**src/source/hw_manager_pkg.sv**
```systemverilog
package hw_manager_pkg;

  // Sequencer states, encodings as software reads them back
  typedef enum logic [3:0] {
    ST_IDLE              = 4'd1,
    ST_CONFIRM_SPI_RST   = 4'd2,
    ST_RELEASE_SD_F      = 4'd3,
    ST_PULSE_SD_RST      = 4'd4,
    ST_SD_RST_DELAY      = 4'd5,
    ST_CONFIRM_SPI_START = 4'd6,
    ST_RUNNING           = 4'd7,
    ST_HALTED            = 4'd8
  } state_t;

  // Timed phases of the power-up sequence
  typedef enum logic [2:0] {
    PH_SPI_RST    = 3'd0, // SPI must come up off
    PH_FORCE_REL  = 3'd1, // Shutdown force released
    PH_RST_PULSE  = 3'd2, // Shutdown reset held low
    PH_RST_DELAY  = 3'd3, // Settle after reset pulse
    PH_SPI_START  = 3'd4  // SPI must start
  } phase_t;

  typedef logic [24:0] status_t;

  localparam int unsigned NUM_BOARDS = 8;
  typedef logic [NUM_BOARDS-1:0] board_mask_t; // One flag per board
  typedef logic [2:0]            board_t;      // Board index

  localparam int unsigned SPI_SETTLE_CYCLES = 10; // spi_off not trusted before this
  localparam int unsigned STATUS_WORD_W     = 32; // board + code + state

  // Basic system
  localparam status_t STS_OK          = 25'h0001;
  localparam status_t STS_PS_SHUTDOWN = 25'h0002;
  // SPI subsystem
  localparam status_t STS_SPI_START_TIMEOUT = 25'h0100;
  localparam status_t STS_SPI_INIT_TIMEOUT  = 25'h0101;
  // Pre-start configuration
  localparam status_t STS_INTEG_THRESH_AVG_OOB = 25'h0200;
  localparam status_t STS_INTEG_WINDOW_OOB     = 25'h0201;
  localparam status_t STS_INTEG_EN_OOB         = 25'h0202;
  localparam status_t STS_SYS_EN_OOB           = 25'h0203;
  localparam status_t STS_LOCK_VIOL            = 25'h0204;
  // Shutdown sense
  localparam status_t STS_SHUTDOWN_SENSE = 25'h0300;
  localparam status_t STS_EXT_SHUTDOWN   = 25'h0301;
  // Integrator threshold core
  localparam status_t STS_OVER_THRESH      = 25'h0400;
  localparam status_t STS_THRESH_UNDERFLOW = 25'h0401;
  localparam status_t STS_THRESH_OVERFLOW  = 25'h0402;
  // DAC and ADC channels
  localparam status_t STS_DAC_BOOT_FAIL = 25'h0600;
  localparam status_t STS_BAD_DAC_CMD   = 25'h0601;
  localparam status_t STS_ADC_BOOT_FAIL = 25'h0700; // Own code for ADC boot
  localparam status_t STS_BAD_ADC_CMD   = 25'h0701;

endpackage

```
**src/source/fault_encoder.sv**
```systemverilog
module fault_encoder (
  input  logic sys_en,
  input  logic lock_viol,
  input  logic ext_shutdown,
  input  logic integ_thresh_avg_oob,
  input  logic integ_window_oob,
  input  logic integ_en_oob,
  input  logic sys_en_oob,
  input  hw_manager_pkg::board_mask_t shutdown_sense,
  input  hw_manager_pkg::board_mask_t over_thresh,
  input  hw_manager_pkg::board_mask_t thresh_underflow,
  input  hw_manager_pkg::board_mask_t thresh_overflow,
  input  hw_manager_pkg::board_mask_t dac_boot_fail,
  input  hw_manager_pkg::board_mask_t adc_boot_fail,
  input  hw_manager_pkg::board_mask_t bad_dac_cmd,
  input  hw_manager_pkg::board_mask_t bad_adc_cmd,
  output logic                    pre_fault_valid,
  output logic                    boot_fault_valid,
  output logic                    run_fault_valid,
  output hw_manager_pkg::status_t pre_fault_code,
  output hw_manager_pkg::status_t boot_fault_code,
  output hw_manager_pkg::status_t run_fault_code,
  output hw_manager_pkg::board_t  pre_fault_board,
  output hw_manager_pkg::board_t  boot_fault_board,
  output hw_manager_pkg::board_t  run_fault_board
);

  // Lowest set board wins, 0 when none set
  function automatic hw_manager_pkg::board_t low_board(hw_manager_pkg::board_mask_t mask);
    hw_manager_pkg::board_t idx;
    idx = '0;
    for (int i = hw_manager_pkg::NUM_BOARDS - 1; i >= 0; i--) begin
      if (mask[i]) idx = hw_manager_pkg::board_t'(i);
    end
    return idx;
  endfunction

  // Configuration flags are system wide
  assign pre_fault_board = '0;
  assign pre_fault_valid = integ_thresh_avg_oob || integ_window_oob ||
                           integ_en_oob || sys_en_oob;

  always_comb begin
    if (integ_thresh_avg_oob)  pre_fault_code = hw_manager_pkg::STS_INTEG_THRESH_AVG_OOB;
    else if (integ_window_oob) pre_fault_code = hw_manager_pkg::STS_INTEG_WINDOW_OOB;
    else if (integ_en_oob)     pre_fault_code = hw_manager_pkg::STS_INTEG_EN_OOB;
    else if (sys_en_oob)       pre_fault_code = hw_manager_pkg::STS_SYS_EN_OOB;
    else                       pre_fault_code = hw_manager_pkg::STS_OK;
  end

  // DAC ahead of ADC
  always_comb begin
    boot_fault_valid = |{dac_boot_fail, adc_boot_fail};
    if (|dac_boot_fail) begin
      boot_fault_code  = hw_manager_pkg::STS_DAC_BOOT_FAIL;
      boot_fault_board = low_board(dac_boot_fail);
    end else begin
      boot_fault_code  = |adc_boot_fail ? hw_manager_pkg::STS_ADC_BOOT_FAIL
                                        : hw_manager_pkg::STS_OK;
      boot_fault_board = low_board(adc_boot_fail);
    end
  end

  always_comb begin
    run_fault_valid = 1'b1;
    run_fault_board = '0; // System wide unless a mask wins
    if (!sys_en) run_fault_code = hw_manager_pkg::STS_PS_SHUTDOWN;
    else if (lock_viol) run_fault_code = hw_manager_pkg::STS_LOCK_VIOL;
    else if (|shutdown_sense) begin
      run_fault_code  = hw_manager_pkg::STS_SHUTDOWN_SENSE;
      run_fault_board = low_board(shutdown_sense);
    end else if (ext_shutdown) run_fault_code = hw_manager_pkg::STS_EXT_SHUTDOWN;
    else if (|over_thresh) begin
      run_fault_code  = hw_manager_pkg::STS_OVER_THRESH;
      run_fault_board = low_board(over_thresh);
    end else if (|thresh_underflow) begin
      run_fault_code  = hw_manager_pkg::STS_THRESH_UNDERFLOW;
      run_fault_board = low_board(thresh_underflow);
    end else if (|thresh_overflow) begin
      run_fault_code  = hw_manager_pkg::STS_THRESH_OVERFLOW;
      run_fault_board = low_board(thresh_overflow);
    end else if (|bad_dac_cmd) begin
      run_fault_code  = hw_manager_pkg::STS_BAD_DAC_CMD;
      run_fault_board = low_board(bad_dac_cmd);
    end else if (|bad_adc_cmd) begin
      run_fault_code  = hw_manager_pkg::STS_BAD_ADC_CMD;
      run_fault_board = low_board(bad_adc_cmd);
    end else begin
      run_fault_valid = 1'b0;
      run_fault_code  = hw_manager_pkg::STS_OK;
    end
  end

  // Sequencer trusts the board only with its valid bit
  always_comb begin
    a_board_with_valid: assert ((boot_fault_board == '0 || boot_fault_valid) &&
                                (run_fault_board == '0 || run_fault_valid));
  end

endmodule

```
**src/source/hw_manager_top.sv**
```systemverilog
module hw_manager_top #(
  // Cycle counts at 250 MHz
  parameter int unsigned SHUTDOWN_FORCE_DELAY = 25_000_000, // 100 ms
  parameter int unsigned SHUTDOWN_RESET_PULSE = 25_000,     // 100 us
  parameter int unsigned SHUTDOWN_RESET_DELAY = 25_000_000, // 100 ms
  parameter int unsigned SPI_RST_WAIT         = 25_000_000, // 100 ms
  parameter int unsigned SPI_START_WAIT       = 250_000_000 // 1 s
) (
  input  logic clk,
  input  logic aresetn,
  input  logic sys_en,
  input  logic spi_off,
  input  logic ext_shutdown,
  input  logic integ_thresh_avg_oob,
  input  logic integ_window_oob,
  input  logic integ_en_oob,
  input  logic sys_en_oob,
  input  logic lock_viol,
  input  logic irq_ack,
  input  hw_manager_pkg::board_mask_t shutdown_sense,
  input  hw_manager_pkg::board_mask_t over_thresh,
  input  hw_manager_pkg::board_mask_t thresh_underflow,
  input  hw_manager_pkg::board_mask_t thresh_overflow,
  input  hw_manager_pkg::board_mask_t dac_boot_fail,
  input  hw_manager_pkg::board_mask_t adc_boot_fail,
  input  hw_manager_pkg::board_mask_t bad_dac_cmd,
  input  hw_manager_pkg::board_mask_t bad_adc_cmd,
  output logic unlock_cfg,
  output logic spi_clk_power_n,
  output logic spi_en,
  output logic shutdown_sense_en,
  output logic block_buffers,
  output logic n_shutdown_force,
  output logic n_shutdown_rst,
  output logic irq_req,
  output logic [hw_manager_pkg::STATUS_WORD_W-1:0] status_word
);

  // Sequencer and timer
  logic                   timer_start, timer_settled, timer_expired;
  hw_manager_pkg::phase_t timer_phase;
  // Fault encoder results
  logic                    pre_fault_valid, boot_fault_valid, run_fault_valid;
  hw_manager_pkg::status_t pre_fault_code, boot_fault_code, run_fault_code;
  hw_manager_pkg::board_t  pre_fault_board, boot_fault_board, run_fault_board;
  // Sequencer and reporter
  logic                    capture, clear, notify, irq_done;
  hw_manager_pkg::status_t capture_code;
  hw_manager_pkg::board_t  capture_board;
  hw_manager_pkg::state_t  state;

  power_sequencer u_seq (.*);

  phase_timer #(
    .SHUTDOWN_FORCE_DELAY (SHUTDOWN_FORCE_DELAY),
    .SHUTDOWN_RESET_PULSE (SHUTDOWN_RESET_PULSE),
    .SHUTDOWN_RESET_DELAY (SHUTDOWN_RESET_DELAY),
    .SPI_RST_WAIT         (SPI_RST_WAIT),
    .SPI_START_WAIT       (SPI_START_WAIT)
  ) u_timer (.*);

  fault_encoder u_faults (.*);

  status_reporter u_status (.*);

endmodule

```
**src/source/phase_timer.sv**
```systemverilog
module phase_timer #(
  parameter int unsigned SHUTDOWN_FORCE_DELAY = 25_000_000,
  parameter int unsigned SHUTDOWN_RESET_PULSE = 25_000,
  parameter int unsigned SHUTDOWN_RESET_DELAY = 25_000_000,
  parameter int unsigned SPI_RST_WAIT         = 25_000_000,
  parameter int unsigned SPI_START_WAIT       = 250_000_000
) (
  input  logic                   clk,
  input  logic                   aresetn,
  input  logic                   timer_start,
  input  hw_manager_pkg::phase_t timer_phase,
  output logic                   timer_settled,
  output logic                   timer_expired
);

  hw_manager_pkg::phase_t phase; // Phase being timed
  logic [31:0]            count;
  logic [31:0]            limit;

  // Limit of the latched phase
  always_comb begin
    case (phase)
      hw_manager_pkg::PH_SPI_RST:   limit = 32'(SPI_RST_WAIT);
      hw_manager_pkg::PH_FORCE_REL: limit = 32'(SHUTDOWN_FORCE_DELAY);
      hw_manager_pkg::PH_RST_PULSE: limit = 32'(SHUTDOWN_RESET_PULSE);
      hw_manager_pkg::PH_RST_DELAY: limit = 32'(SHUTDOWN_RESET_DELAY);
      default:                      limit = 32'(SPI_START_WAIT);
    endcase
  end

  assign timer_settled = count >= 32'(hw_manager_pkg::SPI_SETTLE_CYCLES);
  assign timer_expired = count >= limit;

  always_ff @(posedge clk) begin
    if (!aresetn) begin
      phase <= hw_manager_pkg::PH_SPI_RST;
      count <= '0;
    end else if (timer_start) begin
      phase <= timer_phase;
      count <= '0; // Cycle 0 of the new phase
    end else if (!(timer_expired && timer_settled)) begin
      count <= count + 32'd1; // Saturates once both flags hold
    end
  end

  a_phase_defined: assert property (@(posedge clk) disable iff (!aresetn)
    timer_start |-> timer_phase inside {hw_manager_pkg::PH_SPI_RST,
      hw_manager_pkg::PH_FORCE_REL, hw_manager_pkg::PH_RST_PULSE,
      hw_manager_pkg::PH_RST_DELAY, hw_manager_pkg::PH_SPI_START});

endmodule

```
**src/source/power_sequencer.sv**
```systemverilog
module power_sequencer (
  input  logic clk,
  input  logic aresetn,
  input  logic sys_en,
  input  logic spi_off,
  input  logic timer_settled,
  input  logic timer_expired,
  input  logic irq_done,
  input  logic pre_fault_valid,
  input  logic boot_fault_valid,
  input  logic run_fault_valid,
  input  hw_manager_pkg::status_t pre_fault_code,
  input  hw_manager_pkg::status_t boot_fault_code,
  input  hw_manager_pkg::status_t run_fault_code,
  input  hw_manager_pkg::board_t  pre_fault_board,
  input  hw_manager_pkg::board_t  boot_fault_board,
  input  hw_manager_pkg::board_t  run_fault_board,
  output logic                    timer_start,
  output hw_manager_pkg::phase_t  timer_phase,
  output logic                    capture,
  output logic                    clear,
  output logic                    notify,
  output hw_manager_pkg::status_t capture_code,
  output hw_manager_pkg::board_t  capture_board,
  output hw_manager_pkg::state_t  state,
  output logic unlock_cfg,
  output logic spi_clk_power_n,
  output logic spi_en,
  output logic shutdown_sense_en,
  output logic block_buffers,
  output logic n_shutdown_force,
  output logic n_shutdown_rst
);

  hw_manager_pkg::state_t state_next;

  // Next state, timer kick and halt cause
  always_comb begin
    state_next    = state;
    timer_start   = 1'b0;
    timer_phase   = hw_manager_pkg::PH_SPI_RST;
    capture_code  = hw_manager_pkg::STS_OK;
    capture_board = '0;
    case (state)
      hw_manager_pkg::ST_IDLE: begin
        if (sys_en && pre_fault_valid) begin // Bad config never unlocks
          state_next    = hw_manager_pkg::ST_HALTED;
          capture_code  = pre_fault_code;
          capture_board = pre_fault_board;
        end else if (sys_en) begin
          state_next  = hw_manager_pkg::ST_CONFIRM_SPI_RST;
          timer_start = 1'b1;
        end
      end
      hw_manager_pkg::ST_CONFIRM_SPI_RST: begin
        if (spi_off && timer_settled) begin
          state_next  = hw_manager_pkg::ST_RELEASE_SD_F;
          timer_start = 1'b1;
          timer_phase = hw_manager_pkg::PH_FORCE_REL;
        end else if (timer_expired) begin
          state_next   = hw_manager_pkg::ST_HALTED;
          capture_code = hw_manager_pkg::STS_SPI_INIT_TIMEOUT;
        end
      end
      hw_manager_pkg::ST_RELEASE_SD_F: begin
        if (timer_expired) begin
          state_next  = hw_manager_pkg::ST_PULSE_SD_RST;
          timer_start = 1'b1;
          timer_phase = hw_manager_pkg::PH_RST_PULSE;
        end
      end
      hw_manager_pkg::ST_PULSE_SD_RST: begin
        if (timer_expired) begin
          state_next  = hw_manager_pkg::ST_SD_RST_DELAY;
          timer_start = 1'b1;
          timer_phase = hw_manager_pkg::PH_RST_DELAY;
        end
      end
      hw_manager_pkg::ST_SD_RST_DELAY: begin
        if (timer_expired) begin
          state_next  = hw_manager_pkg::ST_CONFIRM_SPI_START;
          timer_start = 1'b1;
          timer_phase = hw_manager_pkg::PH_SPI_START;
        end
      end
      hw_manager_pkg::ST_CONFIRM_SPI_START: begin
        if (!spi_off) begin
          state_next = hw_manager_pkg::ST_RUNNING;
        end else if (boot_fault_valid) begin // Boot fault beats timeout
          state_next    = hw_manager_pkg::ST_HALTED;
          capture_code  = boot_fault_code;
          capture_board = boot_fault_board;
        end else if (timer_expired) begin
          state_next   = hw_manager_pkg::ST_HALTED;
          capture_code = hw_manager_pkg::STS_SPI_START_TIMEOUT;
        end
      end
      hw_manager_pkg::ST_RUNNING: begin
        if (run_fault_valid) begin
          state_next    = hw_manager_pkg::ST_HALTED;
          capture_code  = run_fault_code;
          capture_board = run_fault_board;
        end
      end
      hw_manager_pkg::ST_HALTED: begin
        if (!sys_en) state_next = hw_manager_pkg::ST_IDLE;
      end
      default: state_next = hw_manager_pkg::ST_HALTED; // Illegal code fails safe
    endcase
  end

  assign capture = (state_next == hw_manager_pkg::ST_HALTED) &&
                   (state != hw_manager_pkg::ST_HALTED);
  assign clear   = (state == hw_manager_pkg::ST_HALTED) && !sys_en;
  // Processor hears about run entry and every halt
  assign notify  = capture || ((state_next == hw_manager_pkg::ST_RUNNING) &&
                               (state != hw_manager_pkg::ST_RUNNING));

  // Power stage outputs change on the edge that changes state
  always_ff @(posedge clk) begin
    if (!aresetn) begin
      state             <= hw_manager_pkg::ST_IDLE;
      unlock_cfg        <= 1'b1;
      spi_clk_power_n   <= 1'b1;
      spi_en            <= 1'b0;
      shutdown_sense_en <= 1'b0;
      block_buffers     <= 1'b1;
      n_shutdown_force  <= 1'b0;
      n_shutdown_rst    <= 1'b1;
    end else begin
      state <= state_next;
      if (state_next != state) begin
        case (state_next)
          hw_manager_pkg::ST_IDLE: unlock_cfg <= 1'b1;
          hw_manager_pkg::ST_CONFIRM_SPI_RST: begin
            unlock_cfg      <= 1'b0; // Lock config
            spi_clk_power_n <= 1'b0; // Clock SPI so it can report off
          end
          hw_manager_pkg::ST_RELEASE_SD_F: begin
            spi_clk_power_n  <= 1'b1;
            n_shutdown_force <= 1'b1;
          end
          hw_manager_pkg::ST_PULSE_SD_RST: n_shutdown_rst <= 1'b0;
          hw_manager_pkg::ST_SD_RST_DELAY: n_shutdown_rst <= 1'b1;
          hw_manager_pkg::ST_CONFIRM_SPI_START: begin
            shutdown_sense_en <= 1'b1;
            spi_clk_power_n   <= 1'b0;
            spi_en            <= 1'b1;
          end
          hw_manager_pkg::ST_RUNNING: block_buffers <= 1'b0;
          default: begin // Halt drives everything safe at once
            n_shutdown_force  <= 1'b0;
            n_shutdown_rst    <= 1'b1;
            shutdown_sense_en <= 1'b0;
            spi_clk_power_n   <= 1'b1;
            spi_en            <= 1'b0;
            block_buffers     <= 1'b1;
          end
        endcase
      end
    end
  end

  // Power stage reset only pulses with force released
  a_rst_needs_force: assert property (@(posedge clk) disable iff (!aresetn)
    !n_shutdown_rst |-> n_shutdown_force);
  a_spi_en_clocked: assert property (@(posedge clk) disable iff (!aresetn)
    spi_en |-> !spi_clk_power_n);

endmodule

```
**src/source/status_reporter.sv**
```systemverilog
module status_reporter (
  input  logic                    clk,
  input  logic                    aresetn,
  input  logic                    capture,
  input  logic                    clear,
  input  logic                    notify,
  input  logic                    irq_ack,
  input  hw_manager_pkg::status_t capture_code,
  input  hw_manager_pkg::board_t  capture_board,
  input  hw_manager_pkg::state_t  state,
  output logic [hw_manager_pkg::STATUS_WORD_W-1:0] status_word,
  output logic                    irq_req,
  output logic                    irq_done
);

  hw_manager_pkg::status_t code;
  hw_manager_pkg::board_t  board;
  logic                    irq_pend; // Notify arrived during open handshake
  logic                    ack_wait; // Waiting for ack to drop

  always_ff @(posedge clk) begin
    if (!aresetn || clear) begin
      code  <= hw_manager_pkg::STS_OK;
      board <= '0;
    end else if (capture) begin
      code  <= capture_code;
      board <= capture_board;
    end
  end

  assign status_word = {board, code, state}; // 3 + 25 + 4 bits

  // Four phase request toward the processor
  always_ff @(posedge clk) begin
    if (!aresetn) begin
      irq_req  <= 1'b0;
      irq_pend <= 1'b0;
      ack_wait <= 1'b0;
      irq_done <= 1'b0;
    end else begin
      irq_done <= 1'b0;
      if (irq_req) begin
        if (irq_ack) begin
          irq_req  <= 1'b0;
          ack_wait <= 1'b1;
          irq_done <= 1'b1;
        end
        if (notify) irq_pend <= 1'b1;
      end else if (ack_wait) begin
        if (!irq_ack) ack_wait <= 1'b0;
        if (notify) irq_pend <= 1'b1;
      end else if (notify || irq_pend) begin
        irq_req  <= 1'b1; // Pending notifies merge into this one
        irq_pend <= 1'b0;
      end
    end
  end

  a_req_held: assert property (@(posedge clk) disable iff (!aresetn)
    irq_req && !irq_ack |=> irq_req);

endmodule

```
**config.mk**
```make
export PLATFORM = sky130hd
export DESIGN_NAME = hw_manager_top
export DESIGN_NICKNAME = d
export VERILOG_FILES = /design/src/source/hw_manager_pkg.sv /design/src/source/fault_encoder.sv /design/src/source/hw_manager_top.sv /design/src/source/phase_timer.sv /design/src/source/power_sequencer.sv /design/src/source/status_reporter.sv
export SDC_FILE = /design/constraint.sdc
export NUM_CORES = 1
export LEC_CHECK = 0
export BUFFER_PORTS_ARGS = -buffer_cell sky130_fd_sc_hd__buf_2
export CORE_MARGIN = 10
export CORE_UTILIZATION = 35
export CTS_CLUSTER_SIZE = 20
export DETAILED_ROUTE_END_ITERATION = 10
export HOLD_SLACK_MARGIN = 0.1
export PLACE_DENSITY = 0.66
export SETUP_SLACK_MARGIN = 0.05
export SYNTH_ARGS = -nofsm -noshare
export SYNTH_HDL_FRONTEND = slang
export SYNTH_SLANG_ARGS = --single-unit
```
**constraint.sdc**
```tcl
create_clock -name clk -period 7.2 [get_ports clk]
set_input_delay 1.08 -clock clk [delete_from_list [all_inputs] [get_ports clk]]
set_output_delay 1.08 -clock clk [all_outputs]
set_load 0.01 [all_outputs]
```
==> results of run 1 <==
[metal layers]
| metal | part of all wire | track usage |
|---|---|---|
| met5 | 0 | 0 |
| met3 | 0.053 | 0.0446 |
| met1 | 0.46 | 0.175 |
| met2 | 0.47 | 0.242 |
| met4 | 0.022 | 0.0501 |
[power groups by stage]
stage               Sequential (mW)  Clock (mW)  Combinational (mW)
floorplan                     0.342           0              0.0907
global placement              0.348           0               0.132
detailed placement            0.349           0               0.134
CTS                           0.342       0.411               0.135
global route                  0.344       0.423               0.152
finish                        0.342       0.399               0.136
[flip-flops by register name (all words and copies together) (netlist names)]
register / count
u_timer.count: 32
u_status.code: 6
u_seq.state: 4
u_status.board: 3
u_timer.phase: 3
u_seq.block_buffers: 1
u_seq.n_shutdown_force: 1
u_seq.n_shutdown_rst: 1
u_seq.spi_clk_power_n: 1
u_seq.spi_en: 1
u_seq.unlock_cfg: 1
u_status.ack_wait: 1
u_status.irq_pend: 1
u_status.irq_req: 1
[stage by stage]
step                worst slack, ns  cells   util
finish                         3.14    839  0.426
global route                   2.86    839  0.426
CTS                            3.14    839  0.426
detailed placement             3.14    824  0.403
global placement               3.28    824  0.403
floorplan                      3.84    595      -
[cell families (layout without fill, tap and decap cells)]
group           Yosys count  after routing  share of synthesized area
other cells               1             19                   0.000862
buf+inv                  60            136                     0.0740
xor+xnor                 21             21                     0.0423
simple gates            275            275                      0.334
compound gates          139            139                      0.217
fa+ha+maj                24             24                     0.0691
flops                    57             57                      0.262
[critical path: cells and delay by family (launching register included)]
kind | cells | cell delay [ns]
AOI/OAI and AO/OA | 6 | 1.65
adders and majority gates | 1 | 0.36
buffers and inverters | 1 | 0.25
DFF | 1 | 0.34
and+or+nand+nor | 3 | 1.32
[synth_stat cells, drive strengths merged (2+ instances only)]
| cell type | number |
|---|---|
| o21bai | 6 |
| a21boi | 2 |
| a21oi | 50 |
| o221ai | 2 |
| inv | 25 |
| a311o | 2 |
| nand2b | 9 |
| a211o | 2 |
| and3 | 12 |
| nor3 | 30 |
| ha | 24 |
| xor2 | 6 |
| dfxtp | 57 |
| nand3b | 3 |
| o31ai | 4 |
| or4 | 13 |
| nand2 | 46 |
| and2 | 6 |
| xnor2 | 15 |
| buf | 28 |
| nand3 | 12 |
| nor2b | 8 |
| a21o | 5 |
| a31oi | 10 |
| nor3b | 4 |
| o211ai | 5 |
| nand4 | 8 |
| nor2 | 78 |
| or3 | 13 |
| a22oi | 2 |
| nor4 | 22 |
| or2 | 5 |
| o21a | 2 |
| a211oi | 7 |
| o21ai | 26 |
| a221oi | 2 |
| o41ai | 2 |
| o221a | 2 |
| o32ai | 2 |
| clkbuf | 7 |
[path summary, 6_finish.rpt]
kind	endpoint	slack [ns]	from	cells past startpoint
hold / removal	u_status.board[0]$_SDFFE_PP0P_	0.45	u_status.board[0]$_SDFFE_PP0P_	2
hold reg to reg	u_status.board[0]$_SDFFE_PP0P_	0.45	u_status.board[0]$_SDFFE_PP0P_	2
setup reg to reg	u_timer.count[1]$_SDFFE_PP0N_	3.14	u_timer.phase[2]$_SDFFE_PN0P_	11
setup / recovery	u_timer.count[1]$_SDFFE_PP0N_	3.14	u_timer.phase[2]$_SDFFE_PN0P_	11
[layout by cell type (no fill, tap or decap), drive strengths merged, types with 9 or more instances in the layout]
cell type	n
a21oi	50
a31oi	10
and3	12
buf	96
clkbuf	13
conb	19
dfxtp	57
ha	24
inv	25
nand2	46
nand2b	9
nand3	12
nor2	78
nor3	30
nor4	22
o21ai	26
or3	13
or4	13
xnor2	15
[cell type report]
cell class / count / area, um^2
Fill cell: 1282 / 6950
Sequential cell: 57 / 1140
Inverter: 25 / 93.8
Tap cell: 168 / 210
Multi-Input combinational cell: 478 / 2950
Clock inverter: 2 / 12.5
Clock buffer: 13 / 270
Timing Repair Buffer: 96 / 483
==> flow_summary_export.csv, run 1 <==
group,metric,value,unit
clocking,htreeDepth,3,
grt,grt_use_total,0.146,
finish,area_growth,18.8,%
power_and_ir_drop,power.leakage,2.12,nW
synth,synthTopCellsByArea,"dfxtp_1 (26%), ha_1 (6.9%), nor2_1 (6.7%)",
power_and_ir_drop,p_seq_frac,0.390,
drt,wirelength,12800,um
place,placed_cell_area,4880,um^2
synth,syn_area,4350,um^2
synth,yosysTopAreaCell,"dfxtp_1",
clocking,cts_num_sinks,57,
clocking,clk_latency,0.33,ns
die,num_rows,40,
power_and_ir_drop,p_int,640,uW
clocking,clk_path_buf_depth,2,
synth,ys_seq_elements,57,
run,cap_violations,0,
run_status,status,"completed",
drt,drt_iter0_markers,290,
grt,grt_max_degree,30,
die,core,12100,um^2
drt,vias,4474,
clocking,cts_setup_buffers,0,
drt,drt_pass1_iterations,4,
power_and_ir_drop,ir_drop,110,uV
die,fp.dieW,131,um
setup_path,critPathMaxStageDelay,0.64,ns
synth,syn_avg_cell_area,7.54,um^2
synth,synth_edf_count,0,
finish,antenna_cells,0,
timing,final_hold_viol_count,0,
setup_path,cpMostUsedCell,"nand2_1",
clocking,cts_hold_buf,0,
hold_path,hold_class,"register to register",
power_and_ir_drop,switching_share,0.270,
power_and_ir_drop,switchingPower,237,uW
die,io_pins,115,
clocking,cts_tree,"done",
timing,max_freq,0.246,GHz
place,gp_congestion,0.909,
setup_path,crit_type,"register to register",
timing,slew_headroom,0.347,
timing,max_slew.worst_pin.slew,0.976,ns
setup_path,arrival,4.28,ns
synth,synth_cell_types,71,
drt,final_antenna_net_count,0,
setup_path,startpoint_type,"register",
timing,timing.hold.ws,0.450,ns
timing,layout_min_cycle_time,4.06,ns
place,portBuffers,95,
synth,async_reset_ff_frac,0,
clocking,cts.repair.resized,0,
drt,drc_errors,0,
clocking,path_clk_slew,0.05,ns
grt,antenna_found_initial,0,
finish,drive_gt1_frac,0.198,
timing,setup_tns,0,ns
setup_path,slowest_stage,"nand2_1",
die,die_h,131,um
setup_path,critPathCaptureType,"register",
grt,grt_pass1_wl,21500,um
synth,synthCells,577,
synth,yosysSeqAreaShare,0.262,
power_and_ir_drop,power,878,uW
place,dpl.hpwl,10300,um
synth,ys.flop_type,"dfxtp_1",
timing,finalCritPeriodShare,0.564,
setup_path,cp.required,7.42,ns
drt,wl_per_cell,15.3,um
timing,grt_setup_unrepaired,"false",
timing,skew,0.00807,ns
power_and_ir_drop,pwr-share-clk,0.455,
power_and_ir_drop,power_density,170,nW/um^2
drt,drt-vias-per-instance,5.33,
synth,ys_warn_count,0,
grt,grt_pass1_vias,4421,
setup_path,crit_chain,"inv_1 -> nand2_1 -> ha_1 -> a21oi_1 -> o21ai_0 -> a2111oi_2 -> o21ai_1 -> or2_1 -> a211oi_4 -> nand2_1 -> a211oi_1",
die,start_util,0.359,
die,fp.dieArea,17300,um^2
finish,nNetsFinal,766,
timing,slew_violations,0,
power_and_ir_drop,combPwrFrac,0.155,
timing,finalSetupViolations,0,
setup_path,worstPathMaxFanout,29,
grt,gr-total-overflow,0,
clocking,cts_buffers,9,
synth,synth_top_area_share,0.262,
finish,final_cell_area,5160,um^2
clocking,cts_root_buf,"clkbuf_16",
No activity file was read; power rests on OpenSTA's default activity.
==> inputs of run 2 (changes only) <==
--- a/config.mk
+++ b/config.mk
@@ -5,13 +5,14 @@
 export SDC_FILE = /design/constraint.sdc
 export NUM_CORES = 1
 export LEC_CHECK = 0
+export ABC_AREA = 1
 export BUFFER_PORTS_ARGS = -buffer_cell sky130_fd_sc_hd__buf_2
 export CORE_MARGIN = 10
 export CORE_UTILIZATION = 35
 export CTS_CLUSTER_SIZE = 20
 export DETAILED_ROUTE_END_ITERATION = 10
 export HOLD_SLACK_MARGIN = 0.1
-export PLACE_DENSITY = 0.66
+export PLACE_DENSITY = 0.67
 export SETUP_SLACK_MARGIN = 0.05
 export SYNTH_ARGS = -nofsm -noshare
 export SYNTH_HDL_FRONTEND = slang
==> constraint.sdc (replaced) <==
create_clock -name clk -period 3.5 [get_ports clk]
set_input_delay 0.525 -clock clk [delete_from_list [all_inputs] [get_ports clk]]
set_output_delay 0.525 -clock clk [all_outputs]
set_load 0.01 [all_outputs]
==> flow_summary_export.csv, run 2 <==
group,metric,value,unit
place,portBuffers,95,
setup_path,critPathTopFamily,"simple AND/OR/NAND/NOR gates",
drt,drt_iter0_markers,240,
grt,antenna_found_initial,0,
clocking,path_clk_slew,0.06,ns
timing,final_hold_viol_count,0,
finish,reg_top3,"u_timer.count: 32 flops, u_status.code: 6 flops, u_seq.state: 4 flops",
setup_path,critPathMaxStageDelay,0.39,ns
finish,fillCellCount,1418,
timing,setup_slack,0.442,ns
clocking,cts_num_sinks,57,
synth,yosysMostFrequentCell,"nand2_1",
hold_path,hold_start,"u_timer.count[31]$_SDFFE_PP0N_",
finish,largest_register_ff_count,32,
timing,layout_min_cycle_time,3.06,ns
finish,antenna_cells,0,
drt,wirelength,13400,um
power_and_ir_drop,power.leakage,2.85,nW
setup_path,arrival,3.31,ns
hold_path,whs_path_depth,2,
die,fp.dieArea,18900,um^2
setup_path,critPathCaptureType,"register",
setup_path,crit_type,"register to register",
grt,grt_pass1_wl,22400,um
synth,yosysSeqAreaShare,0.236,
timing,finalSetupViolations,0,
timing,setup_tns,0,ns
hold_path,hold_class,"register to register",
finish,nNetsFinal,969,
hold_path,hold_path_end,"u_timer.count[31]$_SDFFE_PP0N_",
clocking,cts.repair.resized,0,
synth,syn_area,4840,um^2
power_and_ir_drop,power_density,350,nW/um^2
synth,synthSimpleGateAreaFrac,0.411,
clocking,cts_buffers,9,
clocking,cts_root_buf,"clkbuf_16",
synth,synth_fa_ha_area_frac,0.0621,
die,io_pins,115,
die,num_rows,42,
timing,max_freq,0.327,GHz
drt,final_antenna_net_count,0,
place,dp_worst_setup_slack,0.308,ns
setup_path,cp.required,3.75,ns
finish,area_growth,19.6,%
timing,max_slew.worst_pin.slew,0.559,ns
setup_path,worstPathMaxFanout,12,
die,die_h,138,um
drt,drt_pass1_iterations,4,
timing,grt_setup_unrepaired,"false",
clocking,clk_latency,0.34,ns
synth,synth_cell_types,52,
place,dpl.hpwl,11100,um
grt,grt_pass1_vias,5012,
die,fp.dieW,138,um
die,start_util,0.361,
synth,synth_top_area_share,0.236,
setup_path,cpMostUsedCell,"nand2_1",
synth,post_synth_xor_area_fraction,0.0109,
synth,synth_compound_area_frac,0.151,
setup_path,cp_num_buf_inv,4,
finish,top_register,"u_timer.count",
finish,layout_common_cells,"nand2_1 (167), nor2_1 (116), inv_1 (100)",
synth,ys_seq_elements,57,
synth,async_reset_ff_frac,0,
setup_path,reg2reg_to,"u_timer.count[19]$_SDFFE_PP0N_",
run_status,status,"completed",
setup_path,startpoint_type,"register",
clocking,htreeDepth,3,
setup_path,crit_chain,"inv_1 -> o21ai_1 -> inv_1 -> ha_1 -> nand2_1 -> inv_1 -> nand2_1 -> nand2_1 -> o21bai_1 -> nand2_1 -> nand2_4 -> nand2_8 -> o21a_1 -> nor2_2 -> nand2_2 -> buf_4 -> nor3b_1",
timing,skew,0.00955,ns
power_and_ir_drop,ir_drop,213,uV
synth,ys_warn_count,0,
synth,synth_edf_count,0,
drt,drt-vias-per-instance,4.78,
setup_path,reg2reg_slack,0.44,ns
grt,grt_max_degree,18,
finish,final_common_cell,"nand2_1",
synth,yosysTopAreaCell,"dfxtp_1",
synth,synthCells,768,
drt,drc_errors,0,
timing,slew_headroom,0.625,
die,core,13400,um^2
clocking,cts_setup_buffers,0,
place,gp_congestion,0.870,
grt,grt_use_total,0.144,
setup_path,worst_r2r_path_depth,17,
synth,synth_top_family_by_area,"simple AND/OR/NAND/NOR gates",
clocking,cts_hold_buf,0,
synth,syn_avg_cell_area,6.30,um^2
grt,gr-total-overflow,0,
finish,multi_input_area,3140,um^2
drt,vias,5023,
clocking,cts_tree,"done",
timing,slew_violations,0,
timing,finalCritPeriodShare,0.874,
synth,synthTopCellsByArea,"dfxtp_1 (24%), nand2_1 (13%), nor2_1 (9.0%)",
setup_path,startpoint,"u_timer.phase[2]$_SDFFE_PN0P_",
synth,ys.flop_type,"dfxtp_1",
run,cap_violations,0,
clocking,clk_path_buf_depth,2,
drt,wl_per_cell,12.7,um
finish,regArea,1140,um^2
synth,synthMuxAreaShare,0,
finish,drive_gt1_frac,0.214,
setup_path,slowest_stage,"dfxtp_1",
setup_path,regToRegStartpoint,"u_timer.phase[2]$_SDFFE_PN0P_",
synth,synth_commonest_cells,"nand2_1 (167), nor2_1 (116), inv_1 (100), a21oi_1 (57), dfxtp_1 (57)",
run 2: stage by stage:
step / instances / total power, mW / utilization / hold WS, ns / instance area (um^2)
2_1_floorplan: 786 / 0.912 / - / 0.421 / 4910
4_1_cts: 1051 / 2.04 / 0.432 / 0.441 / 5790
3_3_place_gp: 1035 / 1.01 / 0.406 / 0.430 / 5440
3_5_place_dp: 1035 / 1.01 / 0.406 / 0.433 / 5440
5_1_grt: 1051 / 2.11 / 0.432 / 0.462 / 5790
6_report: 1051 / 2.03 / 0.432 / 0.441 / 5790
run 2: where the power goes:
group,internal (mW),switching (mW),leakage (nW)
Combinational,0.119,0.188,2.23
Sequential,0.673,0.0167,0.462
Clock,0.695,0.335,0.162
Total,1.49,0.539,2.85
run 2: logic make-up (layout without fill, tap and decap cells):
logic type	after synthesis	after routing
other	1	19
DFF	57	57
adders and majority gates	24	24
and+or+nand+nor	415	415
xor gates and xnor gates	6	6
AOI/OAI and AO/OA	123	123
buffers and inverters	142	231
run 2: worst max-delay path by stage:
stage | endpoint | cells past startpoint
floorplan | u_seq.spi_clk_power_n$_SDFFE_PN1P_ | 20
global placement | u_timer.count[19]$_SDFFE_PP0N_ | 17
detailed placement | u_timer.count[19]$_SDFFE_PP0N_ | 17
CTS | u_timer.count[27]$_SDFFE_PP0N_ | 17
global route | u_timer.count[19]$_SDFFE_PP0N_ | 17
finish | u_timer.count[19]$_SDFFE_PP0N_ | 17
run 2: layer usage:
metal	routed length [um]	share of wire	GRT usage
met5	0	0	0
met4	184	0.014	0.0392
met3	892	0.067	0.0510
met2	6240	0.47	0.240
met1	6080	0.45	0.170
run 2: worst register-to-register path: cells and delay by family, from the launching register on:
kind	cells	cell delay [ns]
fa+ha+maj	1	0.31
flops	1	0.39
compound gates	3	0.60
simple gates	9	1.11
buf+inv	4	0.60
run 2: cell type report:
cell class / count / share of cell area
multi-input cells: 587 / 0.543
flip-flops and latches: 57 / 0.197
repair buffers: 98 / 0.0861
inverters: 117 / 0.0759
clock buffers: 9 / 0.0389
well taps: 176 / 0.0381
clock inverters: 7 / 0.0205
==> inputs of run 3 (changes only) <==
--- a/config.mk
+++ b/config.mk
@@ -12,8 +12,8 @@
 export CTS_CLUSTER_SIZE = 20
 export DETAILED_ROUTE_END_ITERATION = 10
 export HOLD_SLACK_MARGIN = 0.1
-export PLACE_DENSITY = 0.67
-export SETUP_SLACK_MARGIN = 0.05
+export PLACE_DENSITY = 0.61
+export SETUP_SLACK_MARGIN = 0.02
 export SYNTH_ARGS = -nofsm -noshare
 export SYNTH_HDL_FRONTEND = slang
 export SYNTH_SLANG_ARGS = --single-unit
==> flow_summary_export.csv, run 3 (synthesis gave the netlist of run 2 again) <==
group,metric,value,unit
power_and_ir_drop,p_int,1.41,mW
finish,reg_top3,"u_timer.count: 32 flops, u_status.code: 6 flops, u_seq.state: 4 flops",
setup_path,worstPathMaxFanout,14,
die,core,13400,um^2
clocking,cts_hold_buf,0,
power_and_ir_drop,power_density,337,nW/um^2
power_and_ir_drop,switching_share,0.272,
finish,largest_register_ff_count,32,
timing,skew,0.00657,ns
setup_path,regToRegStartpoint,"u_timer.phase[2]$_SDFFE_PN0P_",
die,num_rows,42,
finish,fillCellCount,1480,
hold_path,hold_start,"u_timer.count[31]$_SDFFE_PP0N_",
place,dp_worst_setup_slack,0.221,ns
grt,grt_use_total,0.145,
timing,final_hold_viol_count,0,
place,placed_cell_area,5430,um^2
place,gp_congestion,0.847,
finish,area_growth,18.9,%
setup_path,critPathCaptureType,"register",
timing,layout_min_cycle_time,3.05,ns
power_and_ir_drop,switchingPower,527,uW
drt,wirelength,13300,um
clocking,htreeDepth,3,
drt,drt_iter0_markers,274,
clocking,cts_root_buf,"clkbuf_16",
place,placed_cells,1033,
setup_path,startpoint,"u_timer.phase[2]$_SDFFE_PN0P_",
drt,drc_errors,0,
drt,drt-vias-per-instance,4.68,
finish,top_register,"u_timer.count",
die,fp.dieArea,18900,um^2
place,portBuffers,95,
timing,max_slew.worst_pin.slew,0.525,ns
timing,grt_setup_unrepaired,"false",
finish,layout_common_cells,"nand2_1 (166), nor2_1 (116), inv_1 (100)",
finish,antenna_cells,0,
drt,vias,4913,
clocking,clk_latency,0.33,ns
clocking,cts.repair.resized,0,
timing,setup_slack,0.449,ns
timing,setup_tns,0,ns
die,start_util,0.361,
finish,final_cell_area,5750,um^2
finish,finalNonFillerCells,1049,
clocking,cts_num_sinks,57,
grt,grt_pass1_vias,4910,
power_and_ir_drop,power.leakage,2.83,nW
power_and_ir_drop,p_seq_frac,0.356,
run,cap_violations,0,
hold_path,hold_class,"register to register",
clocking,cts_buffers,9,
power_and_ir_drop,power,1.94,mW
clocking,cts_setup_buffers,0,
clocking,clk_path_buf_depth,2,
setup_path,arrival,3.30,ns
die,io_pins,115,
grt,grt_pass1_wl,22700,um
die,fp.dieW,138,um
timing,finalSetupViolations,0,
finish,postLayoutCoreUtil,0.429,
run_status,status,"completed",
power_and_ir_drop,combPwrFrac,0.156,
drt,drt_pass1_iterations,4,
setup_path,crit_type,"register to register",
drt,wl_per_cell,12.7,um
power_and_ir_drop,ir_drop,242,uV
finish,nNetsFinal,967,
setup_path,cp.required,3.75,ns
place,dpl.hpwl,11000,um
finish,final_common_cell,"nand2_1",
grt,grt_max_degree,18,
timing,finalCritPeriodShare,0.872,
clocking,cts_tree,"done",
timing,slew_violations,0,
clocking,path_clk_slew,0.05,ns
finish,drive_gt1_frac,0.213,
timing,slew_headroom,0.647,
power_and_ir_drop,pwr-share-clk,0.488,
grt,gr-total-overflow,0,
setup_path,startpoint_type,"register",
die,die_h,138,um
timing,timing.hold.ws,0.436,ns
timing,max_freq,0.328,GHz
grt,antenna_found_initial,0,
drt,final_antenna_net_count,0,
run 3: worst max-delay path: stages (launching register included):
cell      delay [ns]
dfxtp_1         0.38
inv_1           0.18
o21ai_1         0.34
inv_1           0.10
ha_1            0.31
nand2_1         0.11
inv_1           0.04
nand2_1         0.05
nand2_1         0.05
o21bai_1        0.11
nand2_1         0.10
nand2_4         0.12
nand2_8         0.09
o21a_1          0.13
nor2_2          0.13
nand2_2         0.24
buf_4           0.28
nor3b_1         0.20
run 3: path summary, 6_finish.rpt:
check             cells past startpoint                              to  slack [ns]
setup / recovery                     17  u_timer.count[27]$_SDFFE_PP0N_        0.45
hold / removal                        2  u_timer.count[31]$_SDFFE_PP0N_        0.44
setup reg to reg                     17  u_timer.count[27]$_SDFFE_PP0N_        0.45
hold reg to reg                       2  u_timer.count[31]$_SDFFE_PP0N_        0.44
run 3: cell type report:
cell class	count	area, um^2	share of cell area
repair buffers	96	483	0.0840
clock inverters	7	95.1	0.0165
inverters	117	439	0.0764
multi-input cells	587	3150	0.547
clock buffers	9	225	0.0392
flip-flops and latches	57	1140	0.198
well taps	176	220	0.0383
run 3: power groups by stage:
| stage | clock [mW] | combinational (mW) | sequential, mW |
|---|---|---|---|
| finish | 0.946 | 0.301 | 0.690 |
| global route | 0.997 | 0.349 | 0.694 |
| CTS | 0.962 | 0.303 | 0.690 |
| detailed placement | 0 | 0.301 | 0.704 |
| global placement | 0 | 0.300 | 0.704 |
| floorplan | 0 | 0.202 | 0.710 |
run 3: routing by layer:
| metal | routed length, um | track usage |
|---|---|---|
| met1 | 6090 | 0.178 |
| met2 | 6290 | 0.242 |
| met3 | 772 | 0.0441 |
| met4 | 122 | 0.0357 |
| met5 | 0 | 0 |
